===== src/design/mips_exec_pkg.sv =====
`default_nettype none

package mips_exec_pkg;

    localparam int data_width    = 32;                    // Operand and result width
    localparam int shamt_width   = 5;                     // instr[10:6]
    localparam int div_cycles    = 32;                    // One quotient bit per iteration
    localparam int div_cnt_width = $clog2(div_cycles);    // Iteration counter width

    // Primary opcode field, instr[31:26]
    localparam logic [5:0] opc_special = 6'h00;
    localparam logic [5:0] opc_regimm  = 6'h01;
    localparam logic [5:0] opc_beq     = 6'h04;
    localparam logic [5:0] opc_bne     = 6'h05;
    localparam logic [5:0] opc_blez    = 6'h06;
    localparam logic [5:0] opc_bgtz    = 6'h07;
    localparam logic [5:0] opc_lui     = 6'h0f;

    // SPECIAL funct field, instr[5:0]
    localparam logic [5:0] fn_sll   = 6'h00;
    localparam logic [5:0] fn_srl   = 6'h02;
    localparam logic [5:0] fn_sra   = 6'h03;
    localparam logic [5:0] fn_sllv  = 6'h04;
    localparam logic [5:0] fn_srlv  = 6'h06;
    localparam logic [5:0] fn_srav  = 6'h07;
    localparam logic [5:0] fn_jr    = 6'h08;
    localparam logic [5:0] fn_mfhi  = 6'h10;
    localparam logic [5:0] fn_mflo  = 6'h12;
    localparam logic [5:0] fn_mult  = 6'h18;
    localparam logic [5:0] fn_multu = 6'h19;
    localparam logic [5:0] fn_div   = 6'h1a;
    localparam logic [5:0] fn_divu  = 6'h1b;
    localparam logic [5:0] fn_addu  = 6'h21;
    localparam logic [5:0] fn_subu  = 6'h23;
    localparam logic [5:0] fn_and   = 6'h24;
    localparam logic [5:0] fn_or    = 6'h25;
    localparam logic [5:0] fn_xor   = 6'h26;
    localparam logic [5:0] fn_slt   = 6'h2a;
    localparam logic [5:0] fn_sltu  = 6'h2b;

    // REGIMM rt field, instr[20:16]
    localparam logic [4:0] rt_bltz = 5'h00;
    localparam logic [4:0] rt_bgez = 5'h01;

    // ALU control codes in a 5-bit field
    typedef enum logic [4:0] {
        op_and    = 5'd0,
        op_or     = 5'd1,
        op_xor    = 5'd2,
        op_addu   = 5'd3,
        op_subu   = 5'd4,
        op_sltu   = 5'd5,
        op_slt    = 5'd6,
        op_multu  = 5'd7,
        op_mult   = 5'd8,
        op_sll    = 5'd9,
        op_sllv   = 5'd10,
        op_sra    = 5'd11,
        op_srl    = 5'd12,
        op_srav   = 5'd13,
        op_srlv   = 5'd14,
        op_div    = 5'd15,
        op_divu   = 5'd16,
        op_mfhi   = 5'd17,
        op_mflo   = 5'd18,
        op_bltz   = 5'd19,
        op_bgtz   = 5'd20,
        op_bgez   = 5'd21,
        op_bne    = 5'd22,
        op_blez   = 5'd23,
        op_pass_a = 5'd24,
        op_lui    = 5'd25,
        op_beq    = 5'd26,
        op_nop    = 5'd27
    } alu_op_t;

    typedef enum logic [2:0] {
        cls_alu,                                          // Writes y to a GPR
        cls_branch,                                       // y[0] is the taken flag
        cls_muldiv,                                       // Writes HI/LO
        cls_move,                                         // Reads HI/LO
        cls_none                                          // Dropped
    } op_class_t;

    typedef enum logic [1:0] {
        md_idle,
        md_divide,
        md_fixup
    } md_state_t;

endpackage

`default_nettype wire

===== src/design/alu_decoder.sv =====
`timescale 1ns/1ps
`default_nettype none

module alu_decoder
    import mips_exec_pkg::*;
(
    input  logic [31:0] instr,
    output alu_op_t     alu_op,
    output op_class_t   op_class
);

    logic [5:0] opcode;
    logic [4:0] rt;
    logic [5:0] funct;

    assign opcode = instr[31:26];
    assign rt     = instr[20:16];                          // REGIMM sub-opcode
    assign funct  = instr[5:0];

    always_comb begin
        alu_op = op_nop;                                   // Unknown encodings fall out as nop
        case (opcode)
            opc_special: begin
                case (funct)
                    fn_sll:   alu_op = op_sll;
                    fn_srl:   alu_op = op_srl;
                    fn_sra:   alu_op = op_sra;
                    fn_sllv:  alu_op = op_sllv;
                    fn_srlv:  alu_op = op_srlv;
                    fn_srav:  alu_op = op_srav;
                    fn_jr:    alu_op = op_pass_a;          // Target comes from rs
                    fn_mfhi:  alu_op = op_mfhi;
                    fn_mflo:  alu_op = op_mflo;
                    fn_mult:  alu_op = op_mult;
                    fn_multu: alu_op = op_multu;
                    fn_div:   alu_op = op_div;
                    fn_divu:  alu_op = op_divu;
                    fn_addu:  alu_op = op_addu;
                    fn_subu:  alu_op = op_subu;
                    fn_and:   alu_op = op_and;
                    fn_or:    alu_op = op_or;
                    fn_xor:   alu_op = op_xor;
                    fn_slt:   alu_op = op_slt;
                    fn_sltu:  alu_op = op_sltu;
                    default:  alu_op = op_nop;
                endcase
            end
            opc_regimm: begin
                case (rt)
                    rt_bltz: alu_op = op_bltz;
                    rt_bgez: alu_op = op_bgez;
                    default: alu_op = op_nop;              // Link forms not handled
                endcase
            end
            opc_beq:  alu_op = op_beq;
            opc_bne:  alu_op = op_bne;
            opc_blez: alu_op = op_blez;
            opc_bgtz: alu_op = op_bgtz;
            opc_lui:  alu_op = op_lui;
            default:  alu_op = op_nop;
        endcase
    end

    // Owner of each operation
    always_comb begin
        case (alu_op)
            op_beq, op_bne, op_blez, op_bgtz, op_bltz, op_bgez:
                op_class = cls_branch;
            op_mult, op_multu, op_div, op_divu:
                op_class = cls_muldiv;
            op_mfhi, op_mflo:
                op_class = cls_move;
            op_nop:
                op_class = cls_none;
            default:
                op_class = cls_alu;
        endcase
    end

endmodule

`default_nettype wire


===== config.mk =====
export PLATFORM = sky130hd
export DESIGN_NAME = alu_decoder
export DESIGN_NICKNAME = d
export VERILOG_FILES = /design/src/design/mips_exec_pkg.sv /design/src/design/alu_decoder.sv
export SDC_FILE = /design/constraint.sdc
export NUM_CORES = 1
export LEC_CHECK = 0
export ABC_AREA = 1
export BUFFER_PORTS_ARGS = -buffer_cell sky130_fd_sc_hd__buf_2
export CAP_MARGIN = 20
export CORE_UTILIZATION = 40
export DETAILED_ROUTE_END_ITERATION = 10
export MAX_ROUTING_LAYER = met4
export PLACE_DENSITY = 0.76
export SLEW_MARGIN = 10
export SYNTH_ARGS = -nofsm -noshare
export SYNTH_HDL_FRONTEND = slang
export SYNTH_SLANG_ARGS = --single-unit

===== constraint.sdc =====
create_clock -name vclk -period 1.7
set_input_delay 0.34 -clock vclk [all_inputs]
set_output_delay 0.34 -clock vclk [all_outputs]
set_load 0.005 [all_outputs]

After elaboration in Yosys (flattened, before gate mapping)
Memories as Yosys holds them, arrays and structs flattened.
Cells that the tools add are included.
{ "totals": {"output_inout_bits": 8, "wordCells": 13, "ff_bits": 0, "romBits": 416, "in_bits": 32, "n_memories": 2} }
{ "mem_list": {"columns": ["name", "words", "word_bits", "read_ports", "rd_clocked_by_memory_dff", "write_ports", "line_no", "text"], "rows": [
  ["(name not given)", 64, 5, 1, 0, 0, "alu_decoder.sv:24", "case (funct)"],
  ["(name not given)", 32, 3, 1, 0, 0, "alu_decoder.sv:66", "case (alu_op)"]
]} }
{ "op_classes": {"eq_ne": 7, "n_reduce_logical": 2, "mux": 2} }
{ "op_table": {"columns": ["op", "n"], "rows": [
  ["$pmux 5 s7", 1],
  ["$eq 6x3->1 const B", 4],
  ["$pmux 4 s2", 1],
  ["$eq 6x1->1 const B", 1],
  ["$eq 6x4->1 const B", 1],
  ["$logic_not 6->1", 1],
  ["$eq 5x1->1 const B", 1],
  ["$logic_not 5->1", 1]
]} }

Logic depth before layout (Yosys ltp)
An unclocked memory read counts as a cell.
{ "depth": {"depth_word": 4, "depth_mapped": 15, "ltp_nobuf": 15} }

Least setup slack after synthesis
Ideal clock, no wire load.
{ "synth_path": {"kind": "input port to output port", "startpoint": "input instr[0]", "endpoint": "output op_class[1]", "n_path_buf": 0, "arrival_time_ns": 1.491, "slack_ns": -0.131, "path_stages": 15, "t_required_ns": 1.360, "cell_sequence": "inv_1 -> ha_1 -> nor2_1 -> nand3_1 -> nand2_1 -> inv_1 -> nand2_1 -> nand2_1 -> nand2_2 -> nand2_4 -> nor2_4 -> nand3_1 -> nand2_1 -> nand2_1 -> nand2_1"} }
{ "synth_via": {"elab_chain_len": 3} }
{ "synth_lines": {"columns": ["element", "line_no", "text"], "rows": [
  ["from (decl)", "alu_decoder.sv:7", "input logic [31:0] instr,"],
  ["$mem_v2 64x5", null, null],
  ["$pmux 5 s7", "alu_decoder.sv:22", "case (opcode)"],
  ["named net alu_op[0]", "alu_decoder.sv:8", "output alu_op_t alu_op,"],
  ["$mem_v2 32x3", null, null],
  ["to (decl)", "alu_decoder.sv:9", "output op_class_t op_class"]
]} }
The timed path passes the listed nets, and every way through them passes these cells.

Worst setup path in the final report
{ "layout_path": {"startpoint": "input instr[0]", "endpoint": "output op_class[1]"} }
{ "layout_via": {"elab_chain_len": 3} }
{ "layout_lines": {"columns": ["element", "line_no"], "rows": [
  ["$mem_v2 64x5", null],
  ["$pmux 5 s7", "alu_decoder.sv:22"],
  ["$mem_v2 32x3", null]
]} }
Every way passes these cells.

==> metrics.txt <==
outcome finished, violations left; violated checks negative setup slack; Layout area overhead 56.80%; worst hold margin 1.134 ns; Initial DRC Count 35; Final Power 237.6 uW; WL per Instance roughly 12 um; Post-Synthesis Cells between 100 and 150; crit path capture type primary output; Tightest Pin Transition 0.2651 ns; IO Count 40; min-delay src instr[5]; Starting Density 0.4261; Crit Path Max Fanout 4; register area 0 sq um; NumNets Final 219; final non-filler cell total 204; fin crit period 2.138 ns; HP Class primary input to primary output; cell with the most instances after synthesis nand2_1; Final HPWL DP roughly 1700 um; arrival time at the worst endpoint 1.80 ns; final count of hold timing violations 0; fin crit share 1.258; largest net degree at the start of global routing 11; max cap viols 0; final core occ 0.6681; post-synth top area share 0.1888; Worst EP required 1.36 ns; Worst VDD drop 0.1175 mV; n_diodes 0; GRT Util Overall 0.2487; Seq cells 0; initial antenna violation count 0; WS Path Type primary input to primary output; DIE AREA 0.002015 sq mm; chip height 44.89 um; FMAX 467.7 MHz; Buffers on Ports 25; Seq/Total Area, Yosys 0; Startpoint Class primary input; RSZ-0062 raised after global routing yes; Via Count approximately 1100; drt drc 0; Power per Cell Area 206.0 mW/mm^2; Post-Syn Nets 180; # setup viols final 8; global-route wire length before repair 3739 um; CORE AREA 0.001727 sq mm; Netlist cell types 23; Post-Synthesis Mean Instance Area approximately 5.2 sq um; Slew headroom 0.8231; Post-Place Cells around 200; Die Wd 44.89 um; first-pass detailed-route iteration total 4; placement row count 15; CLK BUF 0; antenna violation net count after detailed routing 0; Final Worst Setup Slack -0.4380 ns; Slew Limit Fails 0; Leakage roughly 0.60 nW; pre-CTS WS -0.5070 ns; Synth area leader nand2_1; Syn. warnings 0; final wirelength 2399 um; top post-synthesis cells by count 37 x nand2_1, 20 x nand3_1, 20 x nor2_1; layout cells sized above 1 0.4525; grt ovf 0; WHS Endpoint alu_op[1]; routability congestion estimate 0.9141; Avg Vias per Cell 5.176; Post-Syn Area 735.7 sq um; worst hold path cell count 4; number of global-route vias before repair between 900 and 1000; ranking of synthesized cells by area nand2_1 19%, nand3_1 14%, ha_1 10%, nor2_1 10%, inv_1 9.7%
==> cell usage in the layout (no fill, tap or decap), drive strengths merged <==
master / synthesis / routed
nor2: 28 / 28
clkbuf: 0 / 1
buf: 3 / 39
ha: 6 / 6
inv: 22 / 22
nor2b: 1 / 1
nand4: 4 / 4
o22ai: 1 / 1
o211ai: 1 / 1
nor3: 2 / 2
nand3b: 1 / 1
a21oi: 3 / 3
nand3: 23 / 23
nand2: 39 / 39
o21ai: 8 / 8
==> what timing repair did <==
item,4_1_cts,5_1_grt
setup endpoints to repair,8,8
hold buffers,0,0
cloned,0,0
pin swaps,8,5
gates resized for setup,19,20
buffers inserted,2,1
==> per-layer routing <==
metal | GRT usage | up-vias | part of all wire
met1 | 0.3084 | 452 | 0.41
met2 | 0.4206 | 60 | 0.48
met4 | 0.08485 | 0 | 0.042
met5 | - | - | 0
li1 | - | 532 | -
met3 | 0.02400 | 12 | 0.068
==> cell type report <==
type	instances	area, sq um
Inverter	22	105.1
Tap cell	25	31.28
Multi-Input combinational cell	117	737.0
Fill cell	154	573.1
Timing Repair Buffer	40	280.3
==> stage by stage <==
step	instance area, sq um	TNS, ns
2_1_floorplan	768.2	-0.04258
3_3_place_gp	984.7	-1.912
3_5_place_dp	984.7	-2.105
4_1_cts	1066	-1.212
5_1_grt	1154	-2.497
6_report	1154	-1.695
==> logic make-up after synthesis <==
logic type,share of synthesized area
and+or+nand+nor,0.6463
buffers and inverters,0.1531
AOI/OAI and AO/OA,0.09864
adders and majority gates,0.1020
==> critical path, cell delays in order <==
cell	delay, ns
buf_12	0.11
inv_8	0.06
ha_2	0.21
nor2_2	0.05
nand2_1	0.07
o211ai_1	0.12
nand3_1	0.15
nand2_1	0.09
nand2_2	0.09
nand3_1	0.11
nand3b_1	0.19
nand2_1	0.08
buf_2	0.11
==> report_power, final <==
part / internal [mW] / total (mW) / switching [mW] / leakage (nW)
sequential: 0 / 0 / 0 / 0
combinational: 0.105 / 0.238 / 0.133 / 0.598
clock: 0 / 0 / 0 / 0
total: 0.105 / 0.238 / 0.133 / 0.598
==> worst max-delay path by stage <==
stage | startpoint | to | cells past startpoint
2_1_floorplan | instr[1] | op_class[1] | 15
3_3_place_gp | instr[1] | op_class[1] | 17
3_5_place_dp | instr[1] | op_class[1] | 17
4_1_cts | instr[0] | op_class[1] | 17
5_1_grt | instr[0] | op_class[1] | 13
6_report | instr[0] | op_class[1] | 13
No activity file was read; power rests on OpenSTA's default activity.
