### config.mk
export PLATFORM = sky130hd
export DESIGN_NAME = mul_div_unit
export DESIGN_NICKNAME = d
export VERILOG_FILES = /design/src/design/mips_exec_pkg.sv /design/src/design/mul_div_unit.sv
export SDC_FILE = /design/constraint.sdc
export NUM_CORES = 2
export LEC_CHECK = 0
export ABC_AREA = 0
export BUFFER_PORTS_ARGS = -buffer_cell sky130_fd_sc_hd__buf_2
export CORE_AREA = 2 2 330 300
export CTS_CLUSTER_DIAMETER = 30
export CTS_CLUSTER_SIZE = 16
export DETAILED_ROUTE_END_ITERATION = 10
export DIE_AREA = 0 0 332 302
export PLACE_DENSITY = 0.67
export SKIP_LAST_GASP = 1
export SLEW_MARGIN = 10
export SYNTH_ARGS = -nofsm -noshare
export SYNTH_HDL_FRONTEND = slang
export SYNTH_SLANG_ARGS = --single-unit
### constraint.sdc
create_clock -name clk -period 24.1 [get_ports clk]
set_input_delay 1.205 -clock clk [delete_from_list [all_inputs] [get_ports clk]]
set_output_delay 1.205 -clock clk [all_outputs]
set_load 0.01 [all_outputs]
### src/design/mips_exec_pkg.sv
`default_nettype none

package mips_exec_pkg;

    localparam int data_width    = 32;                    // Operand and result width
    localparam int shamt_width   = 5;                     // instr[10:6]
    localparam int div_cycles    = 32;                    // One quotient bit per iteration
    localparam int div_cnt_width = $clog2(div_cycles);    // Iteration counter width

    // Primary opcode field, instr[31:26]
    localparam logic [5:0] opc_special = 6'h00;
    localparam logic [5:0] opc_regimm  = 6'h01;
    localparam logic [5:0] opc_beq     = 6'h04;
    localparam logic [5:0] opc_bne     = 6'h05;
    localparam logic [5:0] opc_blez    = 6'h06;
    localparam logic [5:0] opc_bgtz    = 6'h07;
    localparam logic [5:0] opc_lui     = 6'h0f;

    // SPECIAL funct field, instr[5:0]
    localparam logic [5:0] fn_sll   = 6'h00;
    localparam logic [5:0] fn_srl   = 6'h02;
    localparam logic [5:0] fn_sra   = 6'h03;
    localparam logic [5:0] fn_sllv  = 6'h04;
    localparam logic [5:0] fn_srlv  = 6'h06;
    localparam logic [5:0] fn_srav  = 6'h07;
    localparam logic [5:0] fn_jr    = 6'h08;
    localparam logic [5:0] fn_mfhi  = 6'h10;
    localparam logic [5:0] fn_mflo  = 6'h12;
    localparam logic [5:0] fn_mult  = 6'h18;
    localparam logic [5:0] fn_multu = 6'h19;
    localparam logic [5:0] fn_div   = 6'h1a;
    localparam logic [5:0] fn_divu  = 6'h1b;
    localparam logic [5:0] fn_addu  = 6'h21;
    localparam logic [5:0] fn_subu  = 6'h23;
    localparam logic [5:0] fn_and   = 6'h24;
    localparam logic [5:0] fn_or    = 6'h25;
    localparam logic [5:0] fn_xor   = 6'h26;
    localparam logic [5:0] fn_slt   = 6'h2a;
    localparam logic [5:0] fn_sltu  = 6'h2b;

    // REGIMM rt field, instr[20:16]
    localparam logic [4:0] rt_bltz = 5'h00;
    localparam logic [4:0] rt_bgez = 5'h01;

    // ALU control codes in a 5-bit field
    typedef enum logic [4:0] {
        op_and    = 5'd0,
        op_or     = 5'd1,
        op_xor    = 5'd2,
        op_addu   = 5'd3,
        op_subu   = 5'd4,
        op_sltu   = 5'd5,
        op_slt    = 5'd6,
        op_multu  = 5'd7,
        op_mult   = 5'd8,
        op_sll    = 5'd9,
        op_sllv   = 5'd10,
        op_sra    = 5'd11,
        op_srl    = 5'd12,
        op_srav   = 5'd13,
        op_srlv   = 5'd14,
        op_div    = 5'd15,
        op_divu   = 5'd16,
        op_mfhi   = 5'd17,
        op_mflo   = 5'd18,
        op_bltz   = 5'd19,
        op_bgtz   = 5'd20,
        op_bgez   = 5'd21,
        op_bne    = 5'd22,
        op_blez   = 5'd23,
        op_pass_a = 5'd24,
        op_lui    = 5'd25,
        op_beq    = 5'd26,
        op_nop    = 5'd27
    } alu_op_t;

    typedef enum logic [2:0] {
        cls_alu,                                          // Writes y to a GPR
        cls_branch,                                       // y[0] is the taken flag
        cls_muldiv,                                       // Writes HI/LO
        cls_move,                                         // Reads HI/LO
        cls_none                                          // Dropped
    } op_class_t;

    typedef enum logic [1:0] {
        md_idle,
        md_divide,
        md_fixup
    } md_state_t;

endpackage

`default_nettype wire
### src/design/mul_div_unit.sv
`timescale 1ns/1ps
`default_nettype none

module mul_div_unit
    import mips_exec_pkg::*;
(
    input  logic                  clk,
    input  logic                  rst_n,
    input  logic                  start,
    input  alu_op_t               alu_op,
    input  logic [data_width-1:0] a,
    input  logic [data_width-1:0] b,
    output logic [data_width-1:0] hi,
    output logic [data_width-1:0] lo,
    output logic                  busy
);

    md_state_t                  state;
    logic [div_cnt_width-1:0]   count;                     // Iterations done
    logic [data_width-1:0]      rem;                       // Partial remainder
    logic [data_width-1:0]      quot;                      // Dividend in, quotient out
    logic [data_width-1:0]      divisor;
    logic                       neg_quot;
    logic                       neg_rem;
    logic                       is_mult;
    logic                       is_div;
    logic                       signed_op;
    logic [2*data_width-1:0]    ext_a;
    logic [2*data_width-1:0]    ext_b;
    logic [2*data_width-1:0]    product;
    logic [data_width-1:0]      a_mag;
    logic [data_width-1:0]      b_mag;
    logic [data_width:0]        rem_shift;
    logic [data_width:0]        diff;

    assign is_mult   = alu_op inside {op_mult, op_multu};
    assign is_div    = alu_op inside {op_div, op_divu};
    assign signed_op = alu_op inside {op_mult, op_div};

    // Sign or zero extend to 64 bits for the full product
    assign ext_a   = {{data_width{signed_op & a[data_width-1]}}, a};
    assign ext_b   = {{data_width{signed_op & b[data_width-1]}}, b};
    assign product = ext_a * ext_b;

    assign a_mag = (signed_op && a[data_width-1]) ? -a : a;
    assign b_mag = (signed_op && b[data_width-1]) ? -b : b;

    // Restoring step
    assign rem_shift = {rem, quot[data_width-1]};          // Bring down next dividend bit
    assign diff      = rem_shift - {1'b0, divisor};        // Bit 32 set means borrow

    assign busy = (state != md_idle);

    always_ff @(posedge clk) begin
        if (!rst_n) begin
            state <= md_idle;
            count <= '0;
            hi    <= '0;
            lo    <= '0;
        end else begin
            case (state)
                md_idle: begin
                    if (start && is_mult) begin
                        hi <= product[2*data_width-1:data_width];
                        lo <= product[data_width-1:0];
                    end else if (start && is_div) begin
                        state <= md_divide;
                        count <= '0;
                    end
                end
                md_divide: begin
                    count <= count + 1'b1;
                    if (count == div_cnt_width'(div_cycles - 1)) begin
                        state <= md_fixup;                 // Last quotient bit this edge
                    end
                end
                md_fixup: begin
                    hi    <= neg_rem ? -rem : rem;         // Remainder follows dividend
                    lo    <= neg_quot ? -quot : quot;
                    state <= md_idle;
                end
                default: state <= md_idle;
            endcase
        end
    end

    // Datapath
    always_ff @(posedge clk) begin
        if (state == md_idle && start && is_div) begin
            rem      <= '0;
            quot     <= a_mag;
            divisor  <= b_mag;
            neg_quot <= signed_op & (a[data_width-1] ^ b[data_width-1]);
            neg_rem  <= signed_op & a[data_width-1];
        end else if (state == md_divide) begin
            if (diff[data_width]) begin
                rem <= rem_shift[data_width-1:0];          // Restore
            end else begin
                rem <= diff[data_width-1:0];
            end
            quot <= {quot[data_width-2:0], ~diff[data_width]};
        end
    end

    a_start_idle: assert property (
        @(posedge clk) disable iff (!rst_n)
        start |-> !busy
    ) else $error("mul_div_unit: start while busy");

    // Divide holds busy for all iterations plus the sign fixup
    a_div_length: assert property (
        @(posedge clk) disable iff (!rst_n)
        (start && is_div) |=> busy [*div_cycles + 1] ##1 !busy
    ) else $error("mul_div_unit: divide length wrong");

endmodule

`default_nettype wire

After elaboration in Yosys (flattened, before gate mapping)
Cells that the tools add are included.

Flip-flop bits (word level): 169. Bits in latches: 0. RAM bits: 0. ROM bits: 0. Output and inout bits: 65. Word-level logic and storage cells: 67. Memories kept: 0.

Add/subtract/negate cells: 6. Multiply operators: 1. Div/mod/pow operators: 0. Order comparisons: 0. Equal/unequal tests: 11. Shift-type cells: 0. Mux-type cells: 18. Bitwise gates (word level): 5. Reduce and logical (&&, ||, !) cells: 17.

Operator list (number): $mux 32 (9); $neg 32->32 (4); $pmux 32 s2 (2); $mul 33x33->64 (1); $sub 33x32->33 (1); $reduce_bool 2->1 (7); $eq 5x4->1 const B (2); $eq 5x5->1 const B (2); $mux 5 (2); $pmux 5 s2 (1); $ne 2x2->1 const B (4); $logic_and 1x1->1 (6); $mux 2 (3); $reduce_and 3->1 (2); $add 5x1->5 const B (1); $eq 5x3->1 const B (1); $pmux 2 s2 (1); $and 1x1->1 (3); $eq 2x1->1 const B (1); $eq 2x2->1 const B (1); $logic_not 2->1 (1); $reduce_and 2->1 (1); $not 1->1 (1); $xor 1x1->1 (1).

Longest topological paths before layout
Word-level depth: 6. Mapped depth: 33.

Worst setup path after synthesis
Ideal clock, no wire load.

Path type: input-to-reg. Start point: input port alu_op[2]. End point: register hi[31]. Library setup time: 0.116 ns. Data arrival time: 9.357 ns. Setup slack: 14.626 ns. Cell stages on the path: 31. Path buffers: 2. Cell sequence: or3_1 a21oi_1 nand2_1 clkinv_1 clkbuf_1 clkbuf_1 nand2_1 inv_1 fa_1 inv_1 fa_1 inv_1 fa_1 fa_1 inv_1 fa_1 inv_1 fa_1 inv_1 fa_1 fa_1 inv_1 ha_1 a21oi_1 nor2b_1 a311oi_1 o21bai_1 or3b_1 o221ai_1 nand4_1 o211a_1.

Longest elaborated chain between the ends: 6.

Ends and longest elaborated chain: from (decl) (RTL line mul_div_unit.sv:10) `input alu_op_t alu_op,`; $eq 5x4->1 (RTL line mul_div_unit.sv:38) `assign signed_op = alu_op inside {op_mult, op_div};`; $reduce_bool 2->1 (*) (RTL line mul_div_unit.sv:38); $and 1x1->1 (*) (RTL line mul_div_unit.sv:41) `assign ext_a = {{data_width{signed_op & a[data_width-1]}}, a};`; net ext_a[32] (RTL line mul_div_unit.sv:28) `logic [2*data_width-1:0] ext_a;`; $mul 33x33->64 (*) (RTL line mul_div_unit.sv:43) `assign product = ext_a * ext_b;`; $mux 32 (*) (RTL line mul_div_unit.sv:63) `if (start && is_mult) begin`; $pmux 32 s2 (*) (RTL line mul_div_unit.sv:61) `case (state)`; to (signal assigned) (RTL line mul_div_unit.sv:64) `hi <= product[2*data_width-1:data_width];`; to (signal assigned) (RTL line mul_div_unit.sv:78) `hi <= neg_rem ? -rem : rem;`; to (decl) (RTL line mul_div_unit.sv:13) `output logic [data_width-1:0] hi,`.

The timed path passes the listed nets; every way through them passes the cells marked *. The select of a mux whose other input is x is not followed. A chain may end at the register's enable or synchronous reset.

Worst setup path in the final report
Start point: input port alu_op[0]. End point: register hi[27].

Longest elaborated chain between the ends: 6.

Ends and longest elaborated chain (RTL line): $eq 5x4->1, on equally long branches (mul_div_unit.sv:36, mul_div_unit.sv:38); $reduce_bool 2->1 (mul_div_unit.sv:38); $and 1x1->1, on equally long branches (mul_div_unit.sv:41, mul_div_unit.sv:42); $mul 33x33->64 (mul_div_unit.sv:43); $mux 32 (mul_div_unit.sv:63); $pmux 32 s2 (mul_div_unit.sv:61).

Several ways; a longest one is shown, not always the timed one. The select of a mux whose other input is x is not followed.

==> metrics.md <==
| Metric | Value |
|---|---|
| Most frequent CP cell | `fa_1` |
| Post-synth EDFFs | `66` |
| Clock Root Buffer | `clkbuf_16` |
| Max Clock Freq | `91.7 MHz` |
| CTS sink count | `169` |
| Clk slew on worst S/H paths | `0.07 ns` |
| Worst skew pair latency | `0.45 ns` |
| Worst EP arrival | `11.23 ns` |
| CP Launch Type | `input port` |
| Largest net degree at the start of global routing | `67` |
| Synth area leaders | `fa_1, inv_1, nand2_1` |
| Htree depth | `4` |
| Worst r2r path cells | `13` |
| CP max stage delay | `0.98 ns` |
| Die W | `332 um` |
| Register area share after synthesis | `8.24%` |
| Share of cells above drive strength 1 | `4.99%` |
| # rows | `109` |
| Residual DRC count | `0` |
| Main synth FF type | `dfxtp_1` |
| RR Endpoint | `rem[2]$_SDFFE_PP0P_` |
| Final Cycle Share | `45.3%` |
| RePlAce Congestion | `0.964` |
| I/O pin count | `137` |
| Post-CTS setup buffer count | `0` |
| CP Data Required Time | `24.42 ns` |
| FFs w/ async S/R, synth | `0%` |
| Worst Hold Class | `flop to flop` |
| Vias | `38300` |
| Final core utilization | `52.7%` |
| Post_cts resized | `0` |
| CP startpoint | `alu_op[0]` |
| Worst slew pin tran | `1.16 ns` |
| Setup TNS | `0 ns` |
| Placed cell count | `6710` |
| Worst-path maximum fanout | `36` |
| CTS buffer count | `17` |
| # port buffers | `136` |
| Period minus WS final | `10.91 ns` |
| Hold Path Depth | `2` |
| Slew margin rel. | `22.6%` |
| Clk buf depth | `2` |
| DRT Pass-1 Iters | `5` |
| Congestion Overflow GR | `0` |
| Status | `complete, no violations` |
| Initial antenna violation count | `8` |
| Area Overhead vs Synth | `4.27%` |
| Post-Syn Nets | `7023` |
| Post-CTS Hold Fix Bufs | `0` |
| Die height | `302 um` |
| Final Max Tran Viols | `0` |
| Synthesis-stage register bit count | `169` |
| Die area | `100000 um2` |
| Routed length per instance | `21.6 um` |
| Final Setup Violations | `0` |
| Synth top area share | `45.9%` |
| Slowest CP cell | `clkinv_1` |
| Netlist cell types | `85` |
| Most instantiated library cell after synthesis | `inv_1` |
| Multi-input gate area | `39200 um2` |
| Mapped Cells | `5574` |
| RSZ-0062 raised after global routing | `false` |
| Worst R2R Start | `quot[31]$_DFFE_PP_` |
| Syn Area/Cell | `8.80 um2` |
| Nets | `6902` |
| Post-Syn Area | `49100 um2` |
| GRT Total Usage | `29.7%` |
| Reg area | `4040 um2` |
| Crit Path Category | `input port to flop` |
| Top cell type by total area after synthesis | `fa_1` |
| CP Capture Type | `flop` |
| Vias in the first global route | `39000` |
| Final antenna-violating net count | `0` |
| Hold Vio Cnt, Final | `0` |
| WHS | `0.459 ns` |
| Clk_skew | `0.00963 ns` |
| First-pass GRT wire length | `230 mm` |
| Iter 0 DRT Violations | `3503` |
| CTS tree | `built` |
| Post-route insts no fill | `6748` |
| Core area | `97100 um2` |
| Hold endpoint | `lo[0]$_SDFFE_PN0P_` |
| Reg2reg setup slack | `20.39 ns` |
| HPWL after DPL | `109 mm` |
| Max-cap violation count | `0` |
| Hold_sp | `lo[0]$_SDFFE_PN0P_` |
| Detailed-route wire length | `145 mm` |
| Vias per cell | `5.68` |
| Fill count | `8958` |
| Starting density of the core | `50.5%` |
| YS warnings | `0` |
| Post-synth top cells | `inv_1, fa_1, nand2_1` |
[how the worst max path moves through the flow]
stage / slack (ns) / depth (start not counted) / to
after global placement: 13.07 / 31 / hi[31]$_SDFFE_PN0P_
after floorplan: 14.63 / 31 / hi[31]$_SDFFE_PN0P_
after detailed placement: 12.82 / 31 / hi[27]$_SDFFE_PN0P_
final: 13.19 / 31 / hi[27]$_SDFFE_PN0P_
after global routing: 12.62 / 31 / hi[31]$_SDFFE_PN0P_
after CTS: 13.27 / 31 / hi[27]$_SDFFE_PN0P_
[per-stage QoR]
| step | setup slack [ns] | instance area [um2] |
|---|---|---|
| 2_1_floorplan | 14.63 | 49100 |
| 3_3_place_gp | 13.07 | 50600 |
| 3_5_place_dp | 12.82 | 50600 |
| 4_1_cts | 13.27 | 51200 |
| 5_1_grt | 12.62 | 51200 |
| 6_report | 13.19 | 51200 |
[placed cells by master (no fill, tap or decap), types with 32 or more instances in the layout]
master and n:
and2_1 289, a21o_1 45, o21ai_0 128, xor2_1 99, nand3_1 80, a211oi_1 32, fa_1 1126, nand2_1 953
buf_4 68, nor2_1 160, and3_1 33, ha_1 251, a21oi_1 137, inv_1 1201, xnor2_1 105, buf_2 136
edfxtp_1 66, o31ai_1 34, dfxtp_1 103, nor3_1 41
[area by class of cell]
| type | instances | share of cell area, % |
|---|---|---|
| sequential | 169 | 7.90 |
| multi-input combinational | 3859 | 76.7 |
| clock buffer | 21 | 0.941 |
| antenna | 6 | 0.0293 |
| tap | 1276 | 3.12 |
| inverter | 1202 | 8.82 |
| clock inverter | 11 | 0.164 |
| timing repair buffer | 204 | 2.33 |
[critical path: cells and delay by family]
kind,cells,cell delay (ns)
simple gates,5,1.48
buf+inv,10,2.19
fa+ha+maj,9,4.92
compound gates,6,1.19
xor+xnor,1,0.21
[sequential cells by signal (all words and copies together), names as in the netlist]
| register | flops |
|---|---|
| quot | 32 |
| divisor | 32 |
| neg_quot | 1 |
| rem | 32 |
| state | 2 |
| lo | 32 |
| hi | 32 |
| neg_rem | 1 |
| count | 5 |
[metal layers]
metal	share of wire [%]	global-route usage, %	vias up
li1	-	-	16600
met1	43	42.5	19700
met2	44	45.9	1765
met3	9.7	5.80	242
met4	3.4	9.44	2
met5	0.0089	0	-
[kinds of logic after synthesis]
group                    count (synthesis)  synth area share [%]
buffers and inverters                 1546                  11.9
AO/OA/AOI/OAI                          573                  7.78
multiplexers                            13                 0.273
adder cells (fa/ha/maj)               1377                  52.3
XOR/XNOR                               206                  3.71
flip-flops                             169                  8.24
AND/OR/NAND/NOR                       1690                  15.8
Power is not shown: default switching activity piles up to over one toggle a cycle in this logic, so the estimate is an artifact.
